===== src/verilog/lcd_pkg.sv =====
package lcd_pkg;

	// Pixel and line counter values.
	typedef logic [15:0] coord_t;

	// One colour word, as stored in the ROM and the video RAM.
	typedef logic [17:0] color_t;

	// Five row-cell bits followed by five column-cell bits.
	typedef logic [9:0] cell_addr_t;

	// One scan position together with its panel controls.
	typedef struct packed {
		coord_t pixel;
		coord_t line;
		logic   den;
		logic   hsync;
		logic   vsync;
	} scan_t;

	typedef enum logic [1:0] {
		LOAD_IDLE,
		LOAD_RUN,
		LOAD_DONE
	} load_state_t;

endpackage


===== src/verilog/pixel_out.sv =====
`timescale 1ns/1ps

module pixel_out (
	input  logic            pixel_clk,
	input  logic            rst,
	input  lcd_pkg::scan_t  scan,
	input  logic            in_window,
	input  lcd_pkg::color_t rd_data,
	input  logic            load_done,
	output logic            lcd_hsync,
	output logic            lcd_vsync,
	output logic            lcd_den,
	output logic [4:0]      lcd_r,
	output logic [5:0]      lcd_g,
	output logic [4:0]      lcd_b
);

	lcd_pkg::color_t sum;
	lcd_pkg::color_t color_d;
	lcd_pkg::color_t color_q;

	assign sum = lcd_pkg::color_t'(scan.line) + lcd_pkg::color_t'(scan.pixel);

	// The window stays black until the image is loaded.
	always_comb begin
		if (!in_window) begin
			color_d = sum;
		end else if (load_done) begin
			color_d = rd_data;
		end else begin
			color_d = '0;
		end
	end

	always_ff @(posedge pixel_clk or negedge rst) begin
		if (!rst) begin
			color_q   <= '0;
			lcd_hsync <= 1'b1;
			lcd_vsync <= 1'b1;
			lcd_den   <= 1'b0;
		end else begin
			color_q   <= color_d;
			lcd_hsync <= scan.hsync;
			lcd_vsync <= scan.vsync;
			lcd_den   <= scan.den;
		end
	end

	// RGB565 from the top of the 18-bit word; red and blue share bits.
	assign lcd_r = color_q[17:13];
	assign lcd_g = color_q[17:12];
	assign lcd_b = color_q[17:13];

endmodule


===== config.mk =====
export PLATFORM = sky130hd
export DESIGN_NAME = pixel_out
export DESIGN_NICKNAME = d
export VERILOG_FILES = /design/src/verilog/lcd_pkg.sv /design/src/verilog/pixel_out.sv
export SDC_FILE = /design/constraint.sdc
export NUM_CORES = 1
export LEC_CHECK = 0
export BUFFER_PORTS_ARGS = -buffer_cell sky130_fd_sc_hd__buf_2
export CORE_MARGIN = 3
export CORE_UTILIZATION = 40
export DETAILED_ROUTE_END_ITERATION = 16
export PLACE_DENSITY = 0.83
export SYNTH_ARGS = -nofsm -noshare
export SYNTH_HDL_FRONTEND = slang
export SYNTH_SLANG_ARGS = --single-unit

===== constraint.sdc =====
create_clock -name pixel_clk -period 1.3 [get_ports pixel_clk]
set_input_delay 0.195 -clock pixel_clk [delete_from_list [all_inputs] [get_ports pixel_clk]]
set_output_delay 0.195 -clock pixel_clk [all_outputs]
set_load 0.05 [all_outputs]

* Yosys cells after proc, flatten, opt, wreduce, memory -nomap -nowiden *
Cells that the tools add are included.

word-level totals
  bits in registers = 21
  latch bits = 0
  bits in writable memories = 0
  memory bits (read-only) = 0
  input bits = 57
  output and inout port bits = 19
  logic and storage cells = 7
  memories kept = 0

operators by class
  add/sub/neg operators = 1
  multipliers = 0
  div/mod/pow operators = 0
  order comparisons = 0
  equality and inequality tests = 0
  shifts and indexed selects = 0
  mux-type cells = 2
  bitwise operators = 0
  reductions and logical operators = 0

operators by type and width
  kind            count
  $mux 18         2
  $add 16x16->17  1

* Longest topological paths before layout *
  depth in word-level cells = 2
  gate-level depth with buffers = 7
  gate-level depth less buffers = 6

* Worst setup path before layout *
No wires, ideal clock.

  path type = input -> register
  start point = in scan[13] (netlist name)
  end point = reg color_q[14]
  library setup time = 0.136 ns
  data arrival time = 1.379 ns
  required time = 1.164 ns
  slack = -0.215 ns
  cell stages on the path = 5
  buffers on the path = 0
  path through = ha_1 -> nand4_1 -> or4_1 -> o21ai_0 -> a211oi_1

on the way
  longest elaborated chain between the ends = 2

ends and longest elaborated chain
  element                 RTL line         source
  start: declaration      pixel_out.sv:6   input lcd_pkg::scan_t scan,
  $add 16x16->17          pixel_out.sv:22  assign sum = lcd_pkg::color_t'(scan.line) + lcd_pkg::color_t'(scan.pixel);
  $mux 18                 pixel_out.sv:26  if (!in_window) begin
  net color_d[14]         pixel_out.sv:19  lcd_pkg::color_t color_d;
  end signal: assignment  pixel_out.sv:42  color_q <= color_d;
  end: declaration        pixel_out.sv:20  lcd_pkg::color_t color_q;

The timed path passes the listed nets, and every way through them passes these cells.

* Final worst setup path *
  start point = in scan[29] (netlist name)
  end point = reg color_q[15]

The elaborated chain is that of the path after synthesis.

==> metrics.csv <==
stage;metric;value;unit
final_layout;final instance area;1690;um2
critical_path;CP Max Fanout;5;
floorplanning;core area;2230;um2
floorplanning;Starting Density;42.9;%
detailed_routing;DRC;0;
timing;final worst path period need;1.43;ns
final_layout;area of the multi-input gates;870;um2
placed_design;Port Buffers;63;
clock_tree;CTS buffer count;3;
timing;crit share post-route;110;%
floorplanning;FP Rows;17;
final_layout;most common cell after layout, fill and taps aside;buf_2;
synthesis;Syn Nets;185;
detailed_routing;post-route ant nets;0;
synthesis;Synth async-reset ratio;100;%
pwr;switching share of total power;43.1;%
placed_design;placed inst area;1420;um2
detailed_routing;DR WL/cell;14.4;um
synthesis;Post-Syn Instances;113;
grt;largest net degree at the start of global routing;16;
critical_path;WP data required;1.46;ns
pwr;worst vdd ir;0.605;mV
grt;global route overflow;0;
critical_path;critical path arrival;1.59;ns
detailed_routing;DR vias;1171;
job;Max-Cap Viols;0;
synthesis;mapped cell area;958;um2
timing;f_max;698;MHz
grt;number of global-route vias before repair;1103;
floorplanning;die area;3020;um2
pwr;Psw;580;uW
clock_tree;Clock Pin Slew Worst Setup and Hold Paths;0.05;ns
timing;Hold Slack;0.0471;ns
timing;Tightest Pin Transition;0.256;ns
placed_design;dpl cells;202;
placed_design;pre-CTS setup slack;-0.403;ns
floorplanning;# IOs;76;
detailed_routing;First DRT Iteration DRCs;18;
clock_tree;H-tree levels;1;
synthesis;Ys Warns;0;
final_layout;commonest cells after routing, fill and taps aside;buf_2 (49), buf_6 (14), ha_4 (13);
grt;first-pass GRT wire length;4.68;mm
critical_path;Setup CP Type;in -> reg;
grt;Total GRT Usage;21.1;%
clock_tree;# clock sinks;9;
timing;max-slew violation count;0;
synthesis;#FFs+latches synth;9;
pwr;Comb pwr share;61.3;%
final_layout;Core Util, Final;75.7;%
timing;post-route setup slack;-0.133;ns
synthesis;Yosys cell types;37;
pwr;Leakage;0.000760;uW
synthesis;sequential share of the synthesized area;23.8;%
floorplanning;DIE WIDTH;55.0;um
detailed_routing;WL final;3.01;mm
detailed_routing;TritonRoute pass-1 iters;4;
final_layout;Area Growth Syn to Fin;76.5;%
hold_path;Hold/Removal Path Class;in -> reg;
final_layout;Final nets;255;
critical_path;CP Launch Type;primary input;
status;failing checks;setup timing;
final_layout;layout cells sized above 1;60.4;%
timing;Hold Vio Cnt, Final;0;
timing;Max-slew headroom;82.7;%
clock_tree;Max clock buf depth;2;
pwr;clock network fraction of total power;14.8;%
grt;antenna violations before repair;0;
timing;setup violators final;4;
pwr;Power Dens Cells;796;nW/um2
final_layout;Reg area;228;um2
critical_path;CP Capture Type;register;
synthesis;top_reg_cell synth;dfrtp_1;
detailed_routing;Vias/cell;5.58;
clock_tree;clock root buffer;clkbuf_4;
final_layout;Fill cells;153;
final_layout;antenna cells;0;
placed_design;GPL Wtd Cong;0.837;
pwr;Flop pwr share;23.8;%
final_layout;Finished Layout Cells;210;
synthesis;Avg Inst Size Synth;8.48;um2
synthesis;Post-synth EDFFs;0;
status;run status;finished, violations left;
clock_tree;CTS tree;done;
floorplanning;Die Y-Extent;55.0;um
placed_design;post-detail-place hpwl;2.34;mm
pwr;Int Pwr;766;uW
timing;RSZ-0062 raised after global routing;true;
-- state kept, by name, summed over array words and instances, names as in the netlist --
register / cells
lcd_hsync: 1
color_q: 6
lcd_vsync: 1
lcd_den: 1
-- metal layers --
layer	up-vias	share of wire, %	GRT usage, %
met3	6	7.8	2.95
li1	564	-	-
met5	-	0	0
met2	53	55	40.9
met1	548	36	22.4
met4	0	0.96	8.50
-- worst max-delay path, stage by stage --
cell and delay [ns]:
buf_6 0.10, ha_4 0.28, nand2_2 0.06, o21a_1 0.22, o311a_1 0.35, and3b_1 0.21, o31ai_2 0.18
-- power groups by stage --
| stage | logic (uW) | clock network [uW] | registers, uW |
|---|---|---|---|
| 3_5_place_dp | 702 | 0 | 326 |
| 5_1_grt | 888 | 231 | 325 |
| 3_3_place_gp | 682 | 0 | 324 |
| 4_1_cts | 795 | 206 | 322 |
| 6_report | 825 | 200 | 321 |
| 2_1_floorplan | 421 | 0 | 422 |
-- worst paths after layout --
kind                          start     endpoint  cells after the start
max                        scan[29]  color_q[15]                      7
min                         scan[1]    lcd_hsync                      1
max in group asynchronous       rst    lcd_hsync                      2
min in group asynchronous       rst  color_q[15]                      2
-- per-stage QoR --
stage / power (uW) / TNS [ns]
after floorplan: 843 / -0.380
after global placement: 1010 / -1.54
after detailed placement: 1030 / -1.69
after CTS: 1320 / -0.110
after global routing: 1440 / -0.489
final: 1350 / -0.242
-- area by class of cell --
type / instances / share of cell area [%]
multi-input combinational: 88 / 51.4
sequential: 9 / 13.5
inverter: 4 / 0.888
timing repair buffer: 77 / 30.6
tap: 28 / 2.07
clock buffer: 4 / 1.55
-- timing repair --
item / CTS / global route
hold buffers: 1 / 0
hold endpoints to repair: 7 / 0
endpoints found under the setup margin: 5 / 5
gates resized for setup: 24 / 10
gates cloned: 0 / 0
pin swaps: 7 / 7
setup buffers: 3 / 0
-- cell families after synthesis --
logic type	after synthesis	share of synthesized area, %
buffers and inverters	16	10.3
DFF	9	23.8
and+or+nand+nor	34	18.1
muxes	1	1.04
adders and majority gates	15	19.6
AOI/OAI and AO/OA	38	27.2
-- synth_stat cells, drive strengths merged (2+ instances only) --
cell | instances | area (um2)
a211oi | 3 | 22.5
a21oi | 9 | 45.0
a31oi | 2 | 12.5
and3 | 2 | 13.8
buf | 10 | 75.1
clkbuf | 2 | 8.75
dfrtp | 7 | 175
dfstp | 2 | 52.6
ha | 15 | 188
inv | 4 | 15.0
nand2 | 12 | 45.0
nand3 | 6 | 30.0
nor2 | 3 | 11.3
nor3 | 3 | 15.0
o211ai | 2 | 15.0
o21a | 3 | 22.5
o21ai | 8 | 40.0
o31ai | 3 | 22.5
Note: power is estimated with default switching activity, not from simulation.
