[src/verilog/lcd_pkg.sv]
package lcd_pkg;

	// Pixel and line counter values.
	typedef logic [15:0] coord_t;

	// One colour word, as stored in the ROM and the video RAM.
	typedef logic [17:0] color_t;

	// Five row-cell bits followed by five column-cell bits.
	typedef logic [9:0] cell_addr_t;

	// One scan position together with its panel controls.
	typedef struct packed {
		coord_t pixel;
		coord_t line;
		logic   den;
		logic   hsync;
		logic   vsync;
	} scan_t;

	typedef enum logic [1:0] {
		LOAD_IDLE,
		LOAD_RUN,
		LOAD_DONE
	} load_state_t;

endpackage

[src/verilog/window_addr.sv]
`timescale 1ns/1ps

module window_addr #(
	parameter int WIN_X = 160,
	parameter int WIN_Y = 18
) (
	input  logic                pixel_clk,
	input  logic                rst,
	input  lcd_pkg::scan_t      scan_in,
	output lcd_pkg::scan_t      scan_out,
	output logic                in_window,
	output lcd_pkg::cell_addr_t rd_addr
);

	localparam lcd_pkg::coord_t ORIGIN_X = lcd_pkg::coord_t'(WIN_X);
	localparam lcd_pkg::coord_t ORIGIN_Y = lcd_pkg::coord_t'(WIN_Y);
	localparam lcd_pkg::coord_t WIN_SIZE = 16'd256;

	localparam lcd_pkg::scan_t SCAN_IDLE = '{
		pixel: '0,
		line:  '0,
		den:   1'b0,
		hsync: 1'b1,
		vsync: 1'b1
	};

	lcd_pkg::coord_t off_x;
	lcd_pkg::coord_t off_y;
	logic            hit;
	lcd_pkg::scan_t  scan_t1;
	logic            in_window1;

	assign off_x = scan_in.pixel - ORIGIN_X;
	assign off_y = scan_in.line - ORIGIN_Y;

	// A position left of or above the origin wraps to a large offset,
	// so one compare per axis tests both bounds.
	// The window may reach past the last active line, so blanking is masked off.
	assign hit = (off_x < WIN_SIZE) && (off_y < WIN_SIZE) && scan_in.den;

	always_ff @(posedge pixel_clk or negedge rst) begin
		if (!rst) begin
			scan_t1    <= SCAN_IDLE;
			in_window1 <= 1'b0;
			scan_out   <= SCAN_IDLE;
			in_window  <= 1'b0;
		end else begin
			scan_t1    <= scan_in;
			in_window1 <= hit;
			scan_out   <= scan_t1;
			in_window  <= in_window1;
		end
	end

	// Cells are 8 pixels by 4 lines.
	// Bit 7 of the row offset is dropped, so the image repeats.
	always_ff @(posedge pixel_clk) begin
		rd_addr <= {off_y[6:2], off_x[7:3]};
	end

	a_window_in_active: assert property (
		@(posedge pixel_clk) disable iff (!rst)
		in_window |-> scan_out.den
	);

endmodule
[config.mk]
export PLATFORM = sky130hd
export DESIGN_NAME = window_addr
export DESIGN_NICKNAME = d
export VERILOG_FILES = /design/src/verilog/lcd_pkg.sv /design/src/verilog/window_addr.sv
export SDC_FILE = /design/constraint.sdc
export NUM_CORES = 1
export LEC_CHECK = 0
export BUFFER_PORTS_ARGS = -buffer_cell sky130_fd_sc_hd__buf_2
export CAP_MARGIN = 15
export CORE_MARGIN = 3
export CORE_UTILIZATION = 51
export CTS_BUF_LIST = sky130_fd_sc_hd__clkbuf_16
export DETAILED_ROUTE_END_ITERATION = 7
export PLACE_DENSITY = 0.82
export RECOVER_POWER = 25
export SYNTH_ARGS = -nofsm -noshare
export SYNTH_HDL_FRONTEND = slang
export SYNTH_SLANG_ARGS = --single-unit
[constraint.sdc]
create_clock -name pixel_clk -period 1.5 [get_ports pixel_clk]
set_clock_uncertainty 0.2 [all_clocks]
set_input_delay 0.15 -clock pixel_clk [delete_from_list [all_inputs] [get_ports pixel_clk]]
set_output_delay 0.15 -clock pixel_clk [all_outputs]
set_load 0.02 [all_outputs]
Yosys cells after proc, flatten, opt, wreduce, memory -nomap -nowiden
Index checks and enable logic that the tools add are counted.

storage, ports and cells
  register bits after elaboration = 82
  output and inout bits = 46

cells by class
  $add $sub $neg = 2
  magnitude comparators = 2
  reductions and logical operators = 2

operators by type and width
  operator                                                               number
  16-bit by 9-bit < comparator with 1-bit output, second input constant  2
  16-bit by 5-bit subtractor with 16-bit output, second input constant   1
  16-bit by 8-bit subtractor with 16-bit output, second input constant   1
  1-bit logical AND                                                      2

Depth between registers and ports, before layout
Gate-level depths: netlist of run 1.

  depth in word-level cells = 4
  gate-level depth with buffers = 6
  gate-level depth less buffers = 6

Least setup slack after synthesis of run 1
Ideal clock, no wire load.

  path kind = input -> register
  start = input port scan_in[8] in the netlist's numbering
  end = register in_window1
  arrival time = 1.085 ns
  slack = 0.093 ns
  stages = 4
  path buffers = 0
  cells stage by stage = or4_4 a31oi_1 nor3_1 o2111a_1

between the ends
  cells in the longest elaborated chain, start to end = 4

RTL lines
  item                                            RTL line           source
  start, declared                                 window_addr.sv:9   input lcd_pkg::scan_t scan_in,
  16-bit by 5-bit subtractor with 16-bit output   window_addr.sv:34  assign off_y = scan_in.line - ORIGIN_Y;
  16-bit by 9-bit < comparator with 1-bit output  window_addr.sv:39  assign hit = (off_x < WIN_SIZE) && (off_y < WIN_SIZE) && scan_in.den;
  1-bit logical AND (2 in series)                 window_addr.sv:39
  net hit                                         window_addr.sv:29  logic hit;
  end signal, assigned                            window_addr.sv:49  in_window1 <= hit;
  end, declared                                   window_addr.sv:31  logic in_window1;

The timed path passes the listed nets, and every way through them passes these cells.

Worst setup path after layout of run 1
  start = input port scan_in[12] in the netlist's numbering
  end = register in_window1

Same word-level chain as after synthesis.

==> results of run 1 <==
[tightest hold or removal path: stages]
cell and delay, ns:
buf_2 0.09, buf_4 0.12, nor2_1 0.05, xor2_1 0.11
[cells in the mapped netlist, types with 2 or more instances]
cell type  number
nor4_1          3
dfstp_2         4
ha_1            2
inv_1           7
dfxtp_1        10
xnor2_1         3
nor3_1          2
dfrtp_1        68
nor2_1          2
xor2_1          4
[cell families after synthesis]
group / share of synthesized area
AOI/OAI and AO/OA: 0.02327
adders and majority gates: 0.01108
buffers and inverters: 0.01164
xor gates and xnor gates: 0.02715
DFF: 0.8886
and+or+nand+nor: 0.03823
[final cells by class]
type	instances	area [um^2]	area share
Clock buffer	9	225.2	0.06305
Sequential cell	82	2007	0.5618
Tap cell	50	62.56	0.01751
Clock inverter	7	108.9	0.03047
Multi-Input combinational cell	30	281.5	0.07881
Timing Repair Buffer	128	860.8	0.2410
Inverter	7	26.28	0.007356
[per-stage QoR]
stage               cells  hold slack [ns]    util  setup TNS [ns]
finish                313          0.03762  0.8620               0
global route          313          0.07823  0.8620        -0.02574
CTS                   313          0.01307  0.8496               0
detailed placement    258        -0.006172  0.6748        -0.06597
global placement      258        -0.007317  0.6748        -0.04038
floorplan             119          -0.3456       -               0
[flip-flops by register name, indices dropped and copies added, names as in the netlist]
register	flops
in_window	1
rd_addr	10
scan_out	35
in_window1	1
scan_t1	35
[power breakdown]
| group | switching, mW | internal (mW) |
|---|---|---|
| logic | 0.267 | 0.192 |
| clock network | 0.861 | 1.61 |
| registers | 0.0460 | 2.33 |
[timing repair]
item | in CTS | in global routing
hold buffers | 39 | 0
setup endpoints to repair | 0 | 1
endpoints found under the hold margin | 118 | 0
resized for setup | 0 | 8
[per-layer routing]
metal	routed length [um]	share of wire	vias up	GRT usage
met5	0	0	-	0
met4	261	0.038	0	0.1107
met3	497	0.072	18	0.08172
met2	3531	0.51	75	0.4409
met1	2615	0.38	818	0.3298
li1	-	-	667	-
[path summary, 6_finish.rpt]
kind,start,cells after the start,end
worst max-delay path,scan_in[12],6,in_window1
worst min-delay path,scan_in[8],4,rd_addr[9]
worst max register to register,scan_t1[1],0,scan_out[1]
worst min register to register,scan_t1[34],0,scan_out[34]
max in group asynchronous,rst,3,scan_t1[0]
min in group asynchronous,rst,3,scan_t1[2]
==> results.md, run 1 <==
- Status: finished, final reports clean
- HP Class: primary input to flip-flop
- Core area: 4144 um^2
- Final min period: 1.461 ns
- DR vias/cell: 5.042
- CP delay by family, top: buffers and inverters
- Site row count: 23
- Critical path class: primary input to flip-flop
- Worst path bufs/invs: 3
- Post-DR wirelength/cell: 22.06 um
- Share of the synthesized area in the top cell type: 0.7535
- Total wire length: 6906 um
- Worst EP arrival: 1.53 ns
- Synthesized area: 2258 um^2
- Fmax: 684.7 MHz
- DRC violations left: 0
- Count of pins over their slew limit: 0
- Clock root cell: clkbuf_16
- Slew @ Worst Pin: 0.3601 ns
- Number of synthesized flops with an enable pin: 0
- First-pass GRT wire length: 9811 um
- IO buf count: 82
- Area post-placement: 2796 um^2
- CTS tree: built
- # Post-CTS Setup Buffers: 0
- Dpl ws: -0.06597 ns
- Max-Cap Viols: 0
- Mean Syn Cell Area: 18.98 um^2
- Worst path cell trace: dlygate4sd3_1 -> buf_2 -> inv_1 -> a211o_1 -> a21oi_1 -> o2111a_1
- Area contributors post-synth: dfrtp_1, dfxtp_1, dfstp_2, xor2_1, inv_1
- Routability Congestion: 0.7354
- Area delta synth->final: 58.17%
- Cell taking the most area after synthesis: dfrtp_1
- Share of layout cells above drive strength 1: 0.4144
- Detailed placer's ending HPWL: 2902 um
- Clk slew on worst S/H paths: 0.06 ns
- Final setup fails: 0
- Fill count: 174
- GRT Util Overall: 0.2678
- Syn_nets: 158
- Pwr Total: 5.309 mW
- Die Ht: 72.55 um
- Startpoint types: primary input
- VDD IR-drop max: 1.177 mV
- Initial antenna violation count: 0
- Sequential share of the synthesized area: 0.8886
- DR iter-0 viols: 122
- Total leakage power: 1.735 nW
- Max stage delay cell, worst path: dlygate4sd3_1
- Number of global-route vias before repair: 1748
- Worst-Skew Late Latency: 0.33 ns
- P per Cell Area: 1486 nW/um^2
- Most common cell after layout, fill and taps aside: buf_2
- Synth Instances: 119
- Final period utilization: 0.9737
- Drt pass-1 iters: 4
- Fin area: 3572 um^2
- Required time of the critical path: 1.57 ns
- Crit. End Element: flip-flop
- CTS Buffer Depth: 2
- Yosys warning count: 0
- #FFs+latches synth: 82
- I/O Pins: 83
- Final nets: 297
- Max incr delay on CP: 0.53 ns
- Fin. Hold Viols: 0
- Routed Antenna Nets: 0
- Die width: 72.55 um
- Crit Path Max Fanout: 4
- PnR worst setup slack: 0.03947 ns
- Initial Util: 0.5450
- Routed via count: 1578
- Sink Count: 82
- Antenna Cells: 0
- Worst rel slew slack: 0.7600
- Asr flop ratio synth: 0.8780
- H-tree depth: 3
- Setup slack, reg-to-reg: 0.72 ns
- Total CTS buffers: 9
- Largest net degree at the start of global routing: 73
- Top_reg_cell synth: dfrtp_1
- Die area: 5263 um^2
- Most frequent cells in the layout: buf_2, dfrtp_1, dlygate4sd3_1
- Grt ovf: 0
- Netlist cell types: 24
Power figures use the tool's default switching activity.
==> inputs of run 2 (changes only) <==
--- a/config.mk
+++ b/config.mk
@@ -11,6 +11,7 @@
 export CORE_UTILIZATION = 51
 export CTS_BUF_LIST = sky130_fd_sc_hd__clkbuf_16
 export DETAILED_ROUTE_END_ITERATION = 7
+export MAX_ROUTING_LAYER = met4
 export PLACE_DENSITY = 0.82
 export RECOVER_POWER = 25
 export SYNTH_ARGS = -nofsm -noshare
==> run 2 against run 1 <==
  * Clock power is essentially flat
  * Wire length grew 0.14%
  * Combinational power is essentially flat
  * Clock-buffer cell count is the same
  * Cell count is the same
  * Sequential power is essentially flat
  * Register-to-register slack is essentially flat
  * Power shrank 0.12%
  * Worst setup slack lost 0.0041 ns
==> results.md, run 2 (synthesis gave the netlist of run 1 again) <==
- Status: finished, final reports clean (unchanged)
- Critical path class: primary input to flip-flop (unchanged)
- DR vias/cell: 4.981 (was 5.042)
- Required time of the critical path: 1.57 ns (about the same)
- Most common cell after layout, fill and taps aside: buf_2 (unchanged)
- First-pass GRT wire length: 9846 um (was 9811 um)
- Detailed placer's ending HPWL: 2902 um (unchanged)
- IO buf count: 82 (unchanged)
- Max-Cap Viols: 0 (unchanged)
- I/O Pins: 83 (unchanged)
- Final nets: 297 (unchanged)
- Flop pwr share: 0.449 (was 0.448)
- Crit. End Element: flip-flop (unchanged)
- Number of global-route vias before repair: 1749 (was 1748)
- Routability Congestion: 0.7444 (was 0.7354)
- Total wire length: 6916 um (was 6906 um)
- GRT Util Overall: 0.2762 (was 0.2678)
- Final hold slack: 0.03708 ns (was 0.03762 ns)
- Power share of the clock group: 0.465 (was 0.466)
- Most frequent cells in the layout: buf_2, dfrtp_1, dlygate4sd3_1 (unchanged)
- Clk slew on worst S/H paths: 0.06 ns (about the same)
- Slew @ Worst Pin: 0.3642 ns (was 0.3601 ns)
- Startpoint types: primary input (unchanged)
- Drt pass-1 iters: 4 (unchanged)
- Worst path cell trace: dlygate4sd3_1 -> buf_2 -> inv_1 -> a211o_1 -> a21oi_1 -> o2111a_1 (unchanged)
- Switching Share: 0.2201 (was 0.2210)
- GR met1 Demand/Resource: 0.3279 (was 0.3298)
- Count of pins over their slew limit: 0 (unchanged)
- Die area: 5263 um^2 (unchanged)
- Met3 GRT Util: 0.07064 (was 0.08172)
- H-tree depth: 3 (unchanged)
- Worst EP arrival: 1.53 ns (about the same)
- Max incr delay on CP: 0.53 ns (about the same)
- Finished Layout Cells: 313 (unchanged)
- P per Cell Area: 1484 nW/um^2 (was 1486 nW/um^2)
- Internal power: 4.136 mW (about the same)
- Comb power frac: 0.087 (was 0.086)
- Die Ht: 72.55 um (unchanged)
- Met2 Use GR: 0.4429 (was 0.4409)
- CTS tree: built (unchanged)
- Sink Count: 82 (unchanged)
- Worst rel slew slack: 0.7572 (was 0.7600)
- # Post-CTS Setup Buffers: 0 (unchanged)
- Crit Path Max Fanout: 4 (unchanged)
- Die width: 72.55 um (unchanged)
- Area delta synth->final: 58.17% (unchanged)
- DR iter-0 viols: 131 (was 122)
- Grt ovf: 0 (unchanged)
- Final setup fails: 0 (unchanged)
- Routed Antenna Nets: 0 (unchanged)
- Post-DR wirelength/cell: 22.10 um (was 22.06 um)
- HP Class: primary input to flip-flop (unchanged)
- Initial Util: 0.5450 (unchanged)
- Antenna Cells: 0 (unchanged)
- Total CTS buffers: 9 (unchanged)
- Placed cell count: 258 (unchanged)
- Routed via count: 1559 (was 1578)
- Max stage delay cell, worst path: dlygate4sd3_1 (unchanged)
- Fmax: 682.8 MHz (was 684.7 MHz)
- Site row count: 23 (unchanged)
- Psw: 1.167 mW (was 1.174 mW)
- Core area: 4144 um^2 (unchanged)
- Fin. Hold Viols: 0 (unchanged)
- CTS Buffer Depth: 2 (unchanged)
- Final period utilization: 0.9764 (was 0.9737)
- Total leakage power: 1.735 nW (unchanged)
- Initial antenna violation count: 0 (unchanged)
- VDD IR-drop max: 1.177 mV (about the same)
- DRC violations left: 0 (unchanged)
- GRT busiest layer: met2 (unchanged)
- Top Registers: scan_out: 35 flops, scan_t1: 35 flops, rd_addr: 10 flops (unchanged)
- Clock root cell: clkbuf_16 (unchanged)
- Final min period: 1.465 ns (was 1.461 ns)
- Pwr Total: 5.303 mW (was 5.309 mW)
- Share of layout cells above drive strength 1: 0.4144 (unchanged)
- Worst-Skew Late Latency: 0.33 ns (about the same)
- Largest net degree at the start of global routing: 73 (unchanged)
- Worst path bufs/invs: 3 (unchanged)
- CP delay by family, top: buffers and inverters (unchanged)
-- run 2: power by group through the flow --
stage	sequential, mW	combinational (mW)	clock [mW]
after floorplan	2.50	0.0386	0
after global placement	2.40	0.334	0
after detailed placement	2.40	0.342	0
after CTS	2.37	0.433	2.42
after global routing	2.38	0.490	2.61
final	2.38	0.460	2.46
-- run 2: what timing repair did --
action                                  CTS  global route
endpoints found under the setup margin    0             1
resized for setup                         0             8
hold buffers                             39             0
hold endpoints to repair                118             0
-- run 2: stage by stage --
| stage | area, um^2 | setup slack (ns) | util | setup TNS [ns] |
|---|---|---|---|---|
| after floorplan | 2258 | 0.09319 | - | 0 |
| after global placement | 2796 | -0.04038 | 0.6748 | -0.04038 |
| after detailed placement | 2796 | -0.06597 | 0.6748 | -0.06597 |
| after CTS | 3521 | 0.01057 | 0.8496 | 0 |
| after global routing | 3572 | -0.02620 | 0.8620 | -0.02620 |
| final | 3572 | 0.03536 | 0.8620 | 0 |
-- run 2: area by class of cell --
class	count	area [um^2]
Timing Repair Buffer	128	860.8
Multi-Input combinational cell	30	281.5
Clock buffer	9	225.2
Clock inverter	7	108.9
Inverter	7	26.28
Fill cell	174	571.8
Tap cell	50	62.56
Sequential cell	82	2007
-- run 2: tightest hold or removal path, stage by stage --
cell	delay, ns
buf_2	0.09
buf_4	0.12
nor2_1	0.05
xor2_1	0.11
-- run 2: worst paths after layout --
| path | start | to | slack, ns | cells after the start |
|---|---|---|---|---|
| min in group asynchronous | rst | scan_t1[14] | 0.21 | 3 |
| max reg2reg | scan_t1[1] | scan_out[1] | 0.72 | 0 |
| min reg2reg | scan_t1[34] | scan_out[34] | 0.15 | 0 |
| max in group asynchronous | rst | scan_out[0] | 0.57 | 3 |
| max | scan_in[12] | in_window1 | 0.04 | 6 |
| min | scan_in[8] | rd_addr[9] | 0.04 | 4 |
-- run 2: layer usage --
layer / up-vias / part of all wire
li1: 668 / -
met1: 801 / 0.39
met2: 69 / 0.51
met3: 21 / 0.064
met4: 0 / 0.039
met5: - / 0
