**src/verilog/lcd_pkg.sv**
```systemverilog
package lcd_pkg;

	// Pixel and line counter values.
	typedef logic [15:0] coord_t;

	// One colour word, as stored in the ROM and the video RAM.
	typedef logic [17:0] color_t;

	// Five row-cell bits followed by five column-cell bits.
	typedef logic [9:0] cell_addr_t;

	// One scan position together with its panel controls.
	typedef struct packed {
		coord_t pixel;
		coord_t line;
		logic   den;
		logic   hsync;
		logic   vsync;
	} scan_t;

	typedef enum logic [1:0] {
		LOAD_IDLE,
		LOAD_RUN,
		LOAD_DONE
	} load_state_t;

endpackage

```
**src/verilog/lcd_timing.sv**
```systemverilog
`timescale 1ns/1ps

module lcd_timing #(
	parameter int H_ACTIVE = 480,
	parameter int H_FRONT  = 8,
	parameter int H_SYNC   = 4,
	parameter int H_TOTAL  = 525,
	parameter int V_ACTIVE = 272,
	parameter int V_FRONT  = 4,
	parameter int V_SYNC   = 4,
	parameter int V_TOTAL  = 288
) (
	input  logic           pixel_clk,
	input  logic           rst,
	output lcd_pkg::scan_t scan
);

	localparam lcd_pkg::coord_t H_LAST       = lcd_pkg::coord_t'(H_TOTAL - 1);
	localparam lcd_pkg::coord_t V_LAST       = lcd_pkg::coord_t'(V_TOTAL - 1);
	localparam lcd_pkg::coord_t H_VISIBLE    = lcd_pkg::coord_t'(H_ACTIVE);
	localparam lcd_pkg::coord_t V_VISIBLE    = lcd_pkg::coord_t'(V_ACTIVE);
	localparam lcd_pkg::coord_t H_SYNC_START = lcd_pkg::coord_t'(H_ACTIVE + H_FRONT);
	localparam lcd_pkg::coord_t H_SYNC_END   = lcd_pkg::coord_t'(H_ACTIVE + H_FRONT + H_SYNC);
	localparam lcd_pkg::coord_t V_SYNC_START = lcd_pkg::coord_t'(V_ACTIVE + V_FRONT);
	localparam lcd_pkg::coord_t V_SYNC_END   = lcd_pkg::coord_t'(V_ACTIVE + V_FRONT + V_SYNC);

	lcd_pkg::coord_t pixel;
	lcd_pkg::coord_t line;

	// The line counter steps once per wrap of the pixel counter.
	always_ff @(posedge pixel_clk or negedge rst) begin
		if (!rst) begin
			pixel <= '0;
			line  <= '0;
		end else if (pixel == H_LAST) begin
			pixel <= '0;
			if (line == V_LAST) begin
				line <= '0;
			end else begin
				line <= line + 1'b1;
			end
		end else begin
			pixel <= pixel + 1'b1;
		end
	end

	always_comb begin
		scan.pixel = pixel;
		scan.line  = line;
		scan.den   = (pixel < H_VISIBLE) && (line < V_VISIBLE);
		// Both syncs are active low.
		scan.hsync = !((pixel >= H_SYNC_START) && (pixel < H_SYNC_END));
		scan.vsync = !((line >= V_SYNC_START) && (line < V_SYNC_END));
	end

	// The sync pulses must sit in the blanking interval.
	a_den_outside_hsync: assert property (
		@(posedge pixel_clk) disable iff (!rst)
		scan.den |-> scan.hsync
	);

endmodule

```
**config.mk**
```make
export PLATFORM = sky130hd
export DESIGN_NAME = lcd_timing
export DESIGN_NICKNAME = d
export VERILOG_FILES = /design/src/verilog/lcd_pkg.sv /design/src/verilog/lcd_timing.sv
export SDC_FILE = /design/constraint.sdc
export NUM_CORES = 1
export LEC_CHECK = 0
export ABC_CLOCK_PERIOD_IN_PS = 5600
export BUFFER_PORTS_ARGS = -buffer_cell sky130_fd_sc_hd__buf_2
export CAP_MARGIN = 10
export CORE_AREA = 2 2 58 60
export DETAILED_ROUTE_END_ITERATION = 8
export DIE_AREA = 0 0 60 62
export PLACE_DENSITY = 0.8
export RECOVER_POWER = 50
export SLEW_MARGIN = 0
export SYNTH_ARGS = -nofsm -noshare
export SYNTH_HDL_FRONTEND = slang
export SYNTH_SLANG_ARGS = --single-unit
```
**constraint.sdc**
```tcl
create_clock -name pixel_clk -period 5.6 [get_ports pixel_clk]
set_input_delay 1.12 -clock pixel_clk [delete_from_list [all_inputs] [get_ports pixel_clk]]
set_output_delay 1.12 -clock pixel_clk [all_outputs]
set_load 0.01 [all_outputs]
```
; ---- After elaboration in Yosys (flattened, before gate mapping)
; Index checks and enable logic that the tools add are counted.
[totals]
output_inout_bits = 35
register_bits = 32
inputBits = 2
word_cells = 19
[op_classes]
muxes = 2
n_addsub = 2
magnitude_cmp = 6
n_eq_ne = 2
n_reduce_logical = 5
[op_table]
columns = cell, n
row1 = "< comparator 16 x 9 -> 1 bit, second input constant", 4
row2 = "adder 16 x 1 -> 16 bit, second input constant", 2
row3 = ">= comparator 16 x 9 -> 1 bit, second input constant", 2
row4 = 2-to-1 mux 16 bit, 2
row5 = "== test 16 x 10 -> 1 bit, second input constant", 1
row6 = "== test 16 x 9 -> 1 bit, second input constant", 1
row7 = logical AND 1 bit, 3
row8 = zero test 1 bit, 2

; ---- Depth between registers and ports, before layout
; Gate-level depths: netlist of the first run.
[depth]
depth_word = 3
mapped_depth = 7
mapped_depth_nobuf = 6

; ---- Least setup slack after synthesis of the first run
; OpenSTA, ideal clock, no wires.
[synth_path]
kind = reg2out
startpoint = reg line[6]
endpoint = out scan[0] (netlist bit)
path_stages_with_launch = 5
setup_slack_ps = 3064
required_time_ps = 4480
n_path_buf = 1
arrival_time_ps = 1416
path_cell_list = dfrtp_1 -> clkbuf_2 -> nor4b_1 -> nand3_1 -> or3_1
[synth_rtl]
columns = item, line
row1 = "start, declared", lcd_timing.sv:28  ; lcd_pkg::coord_t line;
row2 = "start signal, assigned", lcd_timing.sv:40  ; line <= line + 1'b1;
row3 = "end, declared", lcd_timing.sv:15  ; output lcd_pkg::scan_t scan

==> results.sh, run 1 <==
export IMPL_status="finished, violations left"
export IMPL_violations="capacitance limit, slew limit"
export IMPL_area_delta_synth_final_pct=15.3
export IMPL_drtIter0Drc=46
export IMPL_maxCapViolCount=1
export IMPL_grt_max_degree=33
export IMPL_fin_skew_ps=12.8
export IMPL_numPortBuffers=36
export IMPL_cts_buffer_depth=2
export IMPL_die_w_um=60
export IMPL_clk_latency_ps=350
export IMPL_vias=1426
export IMPL_grt_pass1_vias=1212
export IMPL_max_freq_mhz=329
export IMPL_most_common_layout_cells="buf_2 (35), dfrtp_1 (32), nand2_1 (15)"
export IMPL_track_usage=0.212
export IMPL_setup_viol=0
export IMPL_dp_hpwl_um=2590
export IMPL_crit_required_ps=4480
export IMPL_core_area_mm2=0.00318
export IMPL_combPwrFrac=0.010
export IMPL_crit_path_start_kind="flop"
export IMPL_core_rowCount=21
export IMPL_cts_root_buf="clkbuf_4"
export IMPL_fin_crit_sh=0.542
export IMPL_async_reset_ff_frac=1.00
export IMPL_chipHeight_um=62
export IMPL_syn_nets=176
export IMPL_finalNetCount=212
export IMPL_min_path_cells=1
export IMPL_start_util=0.537
export IMPL_swShare=0.218
export IMPL_final_common_cell="buf_2"
export IMPL_antenna_found_initial=0
export IMPL_p_seq_frac=0.557
export IMPL_layout_drive_gt1_share=0.242
export IMPL_cts_setup_buffers=0
export IMPL_ant_nets=0
export IMPL_place_congestion=0.784
export IMPL_yosysTopAreaCell="dfrtp_1"
export IMPL_grt_setup_unrepaired="false"
export IMPL_yosys_top_cells_area="dfrtp_1 (47%), xnor2_1 (6.7%), xor2_1 (5.1%)"
export IMPL_avgSynthCellArea_um2=10.0
export IMPL_synth_edf_count=0
export IMPL_post_cts_resized=0
export IMPL_p_switching_mw=0.0905
export IMPL_syn_area_mm2=0.00171
export IMPL_crit_type="flop to primary output"
export IMPL_hp_class="flop to flop"
export IMPL_grt_pass1_wl_um=5740
export IMPL_die_area_mm2=0.00372
export IMPL_slew_violations=33
export IMPL_finalHoldViolations=0
export IMPL_yosys_warnings=0
export IMPL_p_int_mw=0.324
export IMPL_final_cells=253
export IMPL_ys_ff_latch=32
export IMPL_clkTransAtPathRegs_ps=110
export IMPL_drc=0
export IMPL_htreeDepth=2
export IMPL_drt_total_wl_um=3690
export IMPL_ir_worst_vdd_v=0.000130
export IMPL_tightest_slew_ps=1670
export IMPL_tns_ps=0
export IMPL_ys_types=40
export IMPL_power_clock_fraction=0.432
export IMPL_finalPower_mw=0.415
export IMPL_synth_top_area_share=0.469
export IMPL_dpl_cell_count=245
export IMPL_overflow=0
export IMPL_cts_tree="yes"
export IMPL_ff2ff_path_depth=6
export IMPL_powerDensity_mw_per_mm2=210
export IMPL_viasPerCell=5.64
export IMPL_min_period_ps=3040
export IMPL_seq_area_frac_synth=0.469
export IMPL_first_pass_iters=4
export IMPL_p_leak_nw=0.943
export IMPL_antenna_cells=0
export IMPL_cp_max_fo=5
export IMPL_io_pins=37
export IMPL_relSlewSlack=-0.114
export IMPL_synthCells=170
export IMPL_arrival_ps=1920
export IMPL_cts_hold_buf=0
export IMPL_routedWlPerCell_um=14.6
export IMPL_clock_sinks=32
export IMPL_crit_path_end_kind="primary output"
export IMPL_synth_top_flop_cell="dfrtp_1"
export IMPL_cts_buffers=5
==> layer usage <==
layer | share of wire | track usage | wire length (um)
met5 | 0 | 0 | 0
met4 | 0.025 | 0.0952 | 93
met2 | 0.44 | 0.300 | 1630
met1 | 0.47 | 0.306 | 1750
met3 | 0.059 | 0.0518 | 219
==> sequential cells by signal (all words and copies together), names as in the netlist <==
register	count
pixel	16
line	16
==> cell type report <==
class	instances	area (um^2)
Sequential cell	32	801
Multi-Input combinational cell	121	815
Clock inverter	3	42.5
Inverter	10	37.5
Clock buffer	5	37.5
Timing Repair Buffer	36	179
Tap cell	46	57.6
Fill cell	301	1210
==> logic make-up after synthesis <==
kind of cell	count (synthesis)	share of synthesized area
AND/OR/NAND/NOR	80	0.274
flip-flops	32	0.469
XOR/XNOR	23	0.118
adder cells (fa/ha/maj)	4	0.0293
buffers and inverters	17	0.0505
AO/OA/AOI/OAI	14	0.0593
==> metrics by stage <==
stage	instance area (um^2)	utilization	hold WS (ps)	setup WS, ps
CTS	1980	0.622	513	2530
global placement	1900	0.597	503	3000
global route	1970	0.619	546	2450
detailed placement	1900	0.597	497	2930
finish	1970	0.619	512	2560
floorplan	1710	-	526	3060
==> worst max-delay path, cell delays in order, from the launching register on <==
cell	delay, ps
dfrtp_1	450
nor4_2	330
nor4b_1	400
and4b_1	260
buf_2	130
==> power by group through the flow <==
stage                logic [mW]  registers, mW  clock network, mW
finish                  0.00435          0.231              0.179
global route            0.00528          0.231              0.194
CTS                     0.00485          0.231              0.182
detailed placement      0.00486          0.235                  0
global placement        0.00488          0.235                  0
floorplan           0.000000333          0.236                  0
==> Yosys cell counts, types with 2 or more instances <==
| library cell | number |
|---|---|
| and2_1 | 3 |
| inv_1 | 10 |
| clkbuf_2 | 3 |
| nand4_2 | 2 |
| ha_1 | 4 |
| nand3_1 | 11 |
| dfrtp_1 | 32 |
| or3_1 | 2 |
| and4bb_2 | 2 |
| nor3_1 | 8 |
| buf_6 | 2 |
| o31ai_1 | 2 |
| xnor2_1 | 13 |
| nor2_1 | 11 |
| o21ai_0 | 4 |
| nor4b_1 | 2 |
| nand4_1 | 6 |
| nor4_1 | 6 |
| and3_1 | 3 |
| xor2_1 | 10 |
| nand2_1 | 15 |
==> final timing paths <==
path | from | to | slack (ps)
max in group asynchronous | rst | line[14]$_DFFE_PN0N_ | 3440
min in group asynchronous | rst | line[7]$_DFFE_PN0N_ | 1180
setup / recovery | pixel[10]$_DFF_PN0_ | scan[2] | 2560
setup reg to reg | pixel[0]$_DFF_PN0_ | line[5]$_DFFE_PN0N_ | 3220
hold / removal | line[15]$_DFFE_PN0N_ | line[15]$_DFFE_PN0N_ | 510
hold reg to reg | line[15]$_DFFE_PN0N_ | line[15]$_DFFE_PN0N_ | 510
No activity file was read; power rests on OpenSTA's default activity.
==> run 2: changes to the inputs <==
--- a/config.mk
+++ b/config.mk
@@ -5,13 +5,13 @@
 export SDC_FILE = /design/constraint.sdc
 export NUM_CORES = 1
 export LEC_CHECK = 0
-export ABC_CLOCK_PERIOD_IN_PS = 5600
+export ABC_CLOCK_PERIOD_IN_PS = 2730
 export BUFFER_PORTS_ARGS = -buffer_cell sky130_fd_sc_hd__buf_2
 export CAP_MARGIN = 10
-export CORE_AREA = 2 2 58 60
+export CORE_AREA = 2 2 63 65
 export DETAILED_ROUTE_END_ITERATION = 8
-export DIE_AREA = 0 0 60 62
-export PLACE_DENSITY = 0.8
+export DIE_AREA = 0 0 65 67
+export PLACE_DENSITY = 0.72
 export RECOVER_POWER = 50
 export SLEW_MARGIN = 0
 export SYNTH_ARGS = -nofsm -noshare
==> constraint.sdc (replaced) <==
create_clock -name pixel_clk -period 2.73 [get_ports pixel_clk]
set_input_delay 0.546 -clock pixel_clk [delete_from_list [all_inputs] [get_ports pixel_clk]]
set_output_delay 0.546 -clock pixel_clk [all_outputs]
set_load 0.01 [all_outputs]
==> results.sh, run 2 (same netlist as run 1, synthesis figures left out) <==
export IMPL_numPortBuffers=36
export IMPL_grt_pass1_wl_um=5840
export IMPL_io_pins=37
export IMPL_tightest_slew_ps=1630
export IMPL_final_common_cell="dfrtp_1"
export IMPL_swShare=0.204
export IMPL_maxCapViolCount=1
export IMPL_ff2ff_path_depth=4
export IMPL_chipHeight_um=67
export IMPL_cts_tree="yes"
export IMPL_most_common_layout_cells="dfrtp_1 (32), buf_2 (22), nand2_1 (15), clkbuf_1 (15), xnor2_1 (13)"
export IMPL_viasPerCell=5.35
export IMPL_die_w_um=65
export IMPL_cts_buffer_depth=2
export IMPL_finalHoldViolations=0
export IMPL_tns_ps=0
export IMPL_fin_skew_ps=8.46
export IMPL_setup_viol=0
export IMPL_combPwrFrac=0.011
export IMPL_htreeDepth=2
export IMPL_core_rowCount=22
export IMPL_core_area_mm2=0.00361
export IMPL_arrival_ps=1870
export IMPL_dp_hpwl_um=2490
export IMPL_drtIter0Drc=73
export IMPL_p_int_mw=0.647
export IMPL_largestRegisters="line: 16 flops, pixel: 16 flops"
export IMPL_p_seq_frac=0.584
export IMPL_crit_type="flop to primary output"
export IMPL_cp_max_fo=4
export IMPL_clock_sinks=32
export IMPL_max_freq_mhz=414
export IMPL_drc=0
export IMPL_cts_root_buf="clkbuf_8"
export IMPL_clkTransAtPathRegs_ps=60
export IMPL_post_cts_resized=0
export IMPL_status="finished, violations left"
export IMPL_power_clock_fraction=0.406
export IMPL_area_delta_synth_final_pct=14.7
export IMPL_p_switching_mw=0.165
export IMPL_grt_max_degree=33
export IMPL_hp_class="flop to flop"
export IMPL_cts_buffers=5
export IMPL_track_usage=0.181
export IMPL_powerDensity_mw_per_mm2=415
export IMPL_fin_crit_sh=0.886
export IMPL_first_pass_iters=4
export IMPL_ant_nets=0
export IMPL_die_area_mm2=0.00436
export IMPL_min_period_ps=2420
export IMPL_min_path_cells=1
export IMPL_crit_path_start_kind="flop"
export IMPL_drt_total_wl_um=3470
export IMPL_layout_drive_gt1_share=0.175
export IMPL_overflow=0
export IMPL_p_leak_nw=0.899
export IMPL_ir_worst_vdd_v=0.000229
export IMPL_finalNetCount=212
export IMPL_relSlewSlack=-0.0893
export IMPL_antenna_cells=0
export IMPL_vias=1360
export IMPL_cts_setup_buffers=0
export IMPL_violations="capacitance limit, slew limit"
export IMPL_cts_hold_buf=0
export IMPL_grt_pass1_vias=1258
export IMPL_utilization=0.543
export IMPL_grt_setup_unrepaired="false"
export IMPL_clk_latency_ps=280
export IMPL_start_util=0.474
export IMPL_slew_violations=33
export IMPL_crit_required_ps=2180
export IMPL_place_congestion=0.777
export IMPL_antenna_found_initial=0
export IMPL_crit_path_end_kind="primary output"
export IMPL_routedWlPerCell_um=13.6
run 2: power by group through the flow:
stage	sequential, mW	combinational, mW	clock, mW
2_1_floorplan	0.483	0.000000333	0
3_3_place_gp	0.483	0.00990	0
3_5_place_dp	0.483	0.0101	0
4_1_cts	0.474	0.0102	0.346
5_1_grt	0.474	0.0112	0.364
6_report	0.474	0.00874	0.330
run 2: layout make-up:
| cell class | count | area, um^2 |
|---|---|---|
| fill | 342 | 1650 |
| timing repair buffer | 36 | 163 |
| multi-input combinational | 121 | 821 |
| clock buffer | 6 | 72.6 |
| clock inverter | 1 | 5.00 |
| inverter | 10 | 37.5 |
| sequential | 32 | 801 |
| tap | 48 | 60.1 |
run 2: critical path: stages, from the launching register on:
cell	delay [ps]
dfrtp_1	420
nor4_1	530
nand3_1	120
or3_1	370
buf_2	150
run 2: through the flow:
stage               setup slack, ps  cells  hold WS, ps  area (um^2)  power [mW]
detailed placement              601    247          483         1900       0.493
global placement                633    247          482         1900       0.493
finish                          312    254          498         1960       0.813
floorplan                       768    170          250         1710       0.483
CTS                             286    254          332         1980       0.830
global route                   86.1    254          518         1960       0.849
run 2: worst paths after layout:
kind	startpoint	to	slack [ps]
hold reg to reg	line[15]$_DFFE_PN0N_	line[15]$_DFFE_PN0N_	500
min in group asynchronous	rst	line[11]$_DFFE_PN0N_	680
hold / removal	line[15]$_DFFE_PN0N_	line[15]$_DFFE_PN0N_	500
setup reg to reg	pixel[11]$_DFF_PN0_	line[5]$_DFFE_PN0N_	620
setup / recovery	line[10]$_DFFE_PN0N_	scan[0]	310
max in group asynchronous	rst	line[10]$_DFFE_PN0N_	1110
run 2: layer usage:
| metal | share of wire | global-route usage |
|---|---|---|
| met4 | 0.021 | 0.0957 |
| met3 | 0.039 | 0.0422 |
| met1 | 0.50 | 0.243 |
| met2 | 0.44 | 0.269 |
| met5 | 0 | 0 |
==> run 3: changes to the inputs <==
--- a/config.mk
+++ b/config.mk
@@ -5,13 +5,13 @@
 export SDC_FILE = /design/constraint.sdc
 export NUM_CORES = 1
 export LEC_CHECK = 0
-export ABC_CLOCK_PERIOD_IN_PS = 2730
+export ABC_CLOCK_PERIOD_IN_PS = 3000
 export BUFFER_PORTS_ARGS = -buffer_cell sky130_fd_sc_hd__buf_2
 export CAP_MARGIN = 10
-export CORE_AREA = 2 2 63 65
+export CORE_AREA = 2 2 58 60
 export DETAILED_ROUTE_END_ITERATION = 8
-export DIE_AREA = 0 0 65 67
-export PLACE_DENSITY = 0.72
+export DIE_AREA = 0 0 60 62
+export PLACE_DENSITY = 0.8
 export RECOVER_POWER = 50
 export SLEW_MARGIN = 0
 export SYNTH_ARGS = -nofsm -noshare
==> constraint.sdc (replaced) <==
create_clock -name pixel_clk -period 3 [get_ports pixel_clk]
set_input_delay 0.6 -clock pixel_clk [delete_from_list [all_inputs] [get_ports pixel_clk]]
set_output_delay 0.6 -clock pixel_clk [all_outputs]
set_load 0.01 [all_outputs]
==> results.sh, run 3 (same netlist as run 1, synthesis figures left out) <==
export IMPL_numPortBuffers=36
export IMPL_die_w_um=60
export IMPL_cts_tree="yes"
export IMPL_place_area_mm2=0.00190
export IMPL_finalHoldViolations=0
export IMPL_setup_viol=0
export IMPL_place_congestion=0.784
export IMPL_tns_ps=0
export IMPL_crit_path_start_kind="flop"
export IMPL_ff2ff_path_depth=6
export IMPL_drt_total_wl_um=3420
export IMPL_cts_hold_buf=0
export IMPL_start_util=0.537
export IMPL_grt_max_degree=33
export IMPL_layout_drive_gt1_share=0.198
export IMPL_viasPerCell=5.49
export IMPL_final_area_mm2=0.00194
export IMPL_largestRegisters="line: 16 flops, pixel: 16 flops"
export IMPL_maxCapViolCount=1
export IMPL_r2r_end="line[5]$_DFFE_PN0N_"
export IMPL_rrSetupSlack_ps=870
export IMPL_ant_nets=0
export IMPL_io_pins=37
export IMPL_combPwrFrac=0.011
export IMPL_p_int_mw=0.543
export IMPL_grt_pass1_wl_um=5590
export IMPL_core_rowCount=21
export IMPL_first_pass_iters=4
export IMPL_fin_skew_ps=7.46
export IMPL_cp_max_fo=4
export IMPL_clk_latency_ps=340
export IMPL_power_clock_fraction=0.374
export IMPL_fin_crit_sh=0.839
export IMPL_status="finished, violations left"
export IMPL_cts_setup_buffers=0
export IMPL_chipHeight_um=62
export IMPL_p_switching_mw=0.158
export IMPL_clkTransAtPathRegs_ps=100
export IMPL_swShare=0.226
export IMPL_violations="capacitance limit, slew limit"
export IMPL_grt_pass1_vias=1236
export IMPL_grt_setup_unrepaired="false"
export IMPL_cts_root_buf="clkbuf_4"
export IMPL_core_area_mm2=0.00318
export IMPL_max_freq_mhz=397
export IMPL_tightest_slew_ps=1630
export IMPL_relSlewSlack=-0.0857
export IMPL_p_seq_frac=0.615
export IMPL_dp_hpwl_um=2440
export IMPL_drc=0
export IMPL_antenna_found_initial=0
export IMPL_hp_class="flop to flop"
export IMPL_antenna_cells=0
export IMPL_powerDensity_mw_per_mm2=360
export IMPL_track_usage=0.203
export IMPL_crit_required_ps=2400
export IMPL_overflow=0
export IMPL_crit_type="flop to primary output"
export IMPL_arrival_ps=1920
export IMPL_area_delta_synth_final_pct=13.8
export IMPL_min_period_ps=2520
export IMPL_cts_buffer_depth=2
export IMPL_vias=1389
export IMPL_crit_path_end_kind="primary output"
export IMPL_drtIter0Drc=38
export IMPL_startpoint="line[10]$_DFFE_PN0N_"
export IMPL_most_common_layout_cells="dfrtp_1 (32), buf_2 (25), nand2_1 (15)"
export IMPL_routedWlPerCell_um=13.5
export IMPL_endpoint="scan[0]"
export IMPL_final_common_cell="dfrtp_1"
export IMPL_p_leak_nw=0.906
export IMPL_slew_violations=33
export IMPL_r2r_start="pixel[0]$_DFF_PN0_"
export IMPL_cts_buffers=5
export IMPL_post_cts_resized=0
export IMPL_ir_worst_vdd_v=0.000272
export IMPL_htreeDepth=2
export IMPL_clock_sinks=32
export IMPL_die_area_mm2=0.00372
export IMPL_finalNetCount=212
run 3: routing by layer:
| layer | GRT usage | vias up | wire length [um] |
|---|---|---|---|
| met5 | 0 | - | 0 |
| met4 | 0.0635 | 0 | 55 |
| met2 | 0.306 | 44 | 1580 |
| met3 | 0.0497 | 8 | 155 |
| li1 | - | 679 | - |
| met1 | 0.290 | 658 | 1630 |
run 3: area by class of cell:
type / instances / area, um^2
timing repair buffer: 36 / 166
clock inverter: 2 / 10.0
tap: 46 / 57.6
fill: 285 / 1230
clock buffer: 6 / 51.3
sequential: 32 / 801
multi-input combinational: 121 / 821
inverter: 10 / 37.5
run 3: through the flow:
stage               setup WS [ps]  utilization  instances  power (mW)  hold WS, ps
CTS                           467        0.616        253       0.710          313
global route                  329        0.612        253       0.727          549
detailed placement            852        0.597        245       0.449          489
finish                        482        0.612        253       0.701          508
floorplan                     984            -        170       0.440          304
global placement              887        0.597        245       0.449          486
run 3: how the worst min path moves through the flow:
stage	startpoint	end	slack (ps)	cells past startpoint
after floorplan	rst	line[0]$_DFFE_PN0N_	300	0
after CTS	rst	line[4]$_DFFE_PN0N_	310	1
final	line[15]$_DFFE_PN0N_	line[15]$_DFFE_PN0N_	510	1
after global placement	line[15]$_DFFE_PN0N_	line[15]$_DFFE_PN0N_	490	1
after detailed placement	line[15]$_DFFE_PN0N_	line[15]$_DFFE_PN0N_	490	1
after global routing	line[15]$_DFFE_PN0N_	line[15]$_DFFE_PN0N_	550	1
run 3: power by group through the flow:
stage	registers (mW)	clock network [mW]	logic, mW
finish	0.431	0.262	0.00792
floorplan	0.440	0	0.000000333
global route	0.431	0.286	0.0100
CTS	0.431	0.270	0.00908
detailed placement	0.439	0	0.00911
global placement	0.439	0	0.00914
run 3: worst max-delay path: stages (launching register included):
cell,delay (ps)
dfrtp_1,440
nor4_1,510
nand3_1,120
or3_1,360
buf_2,140
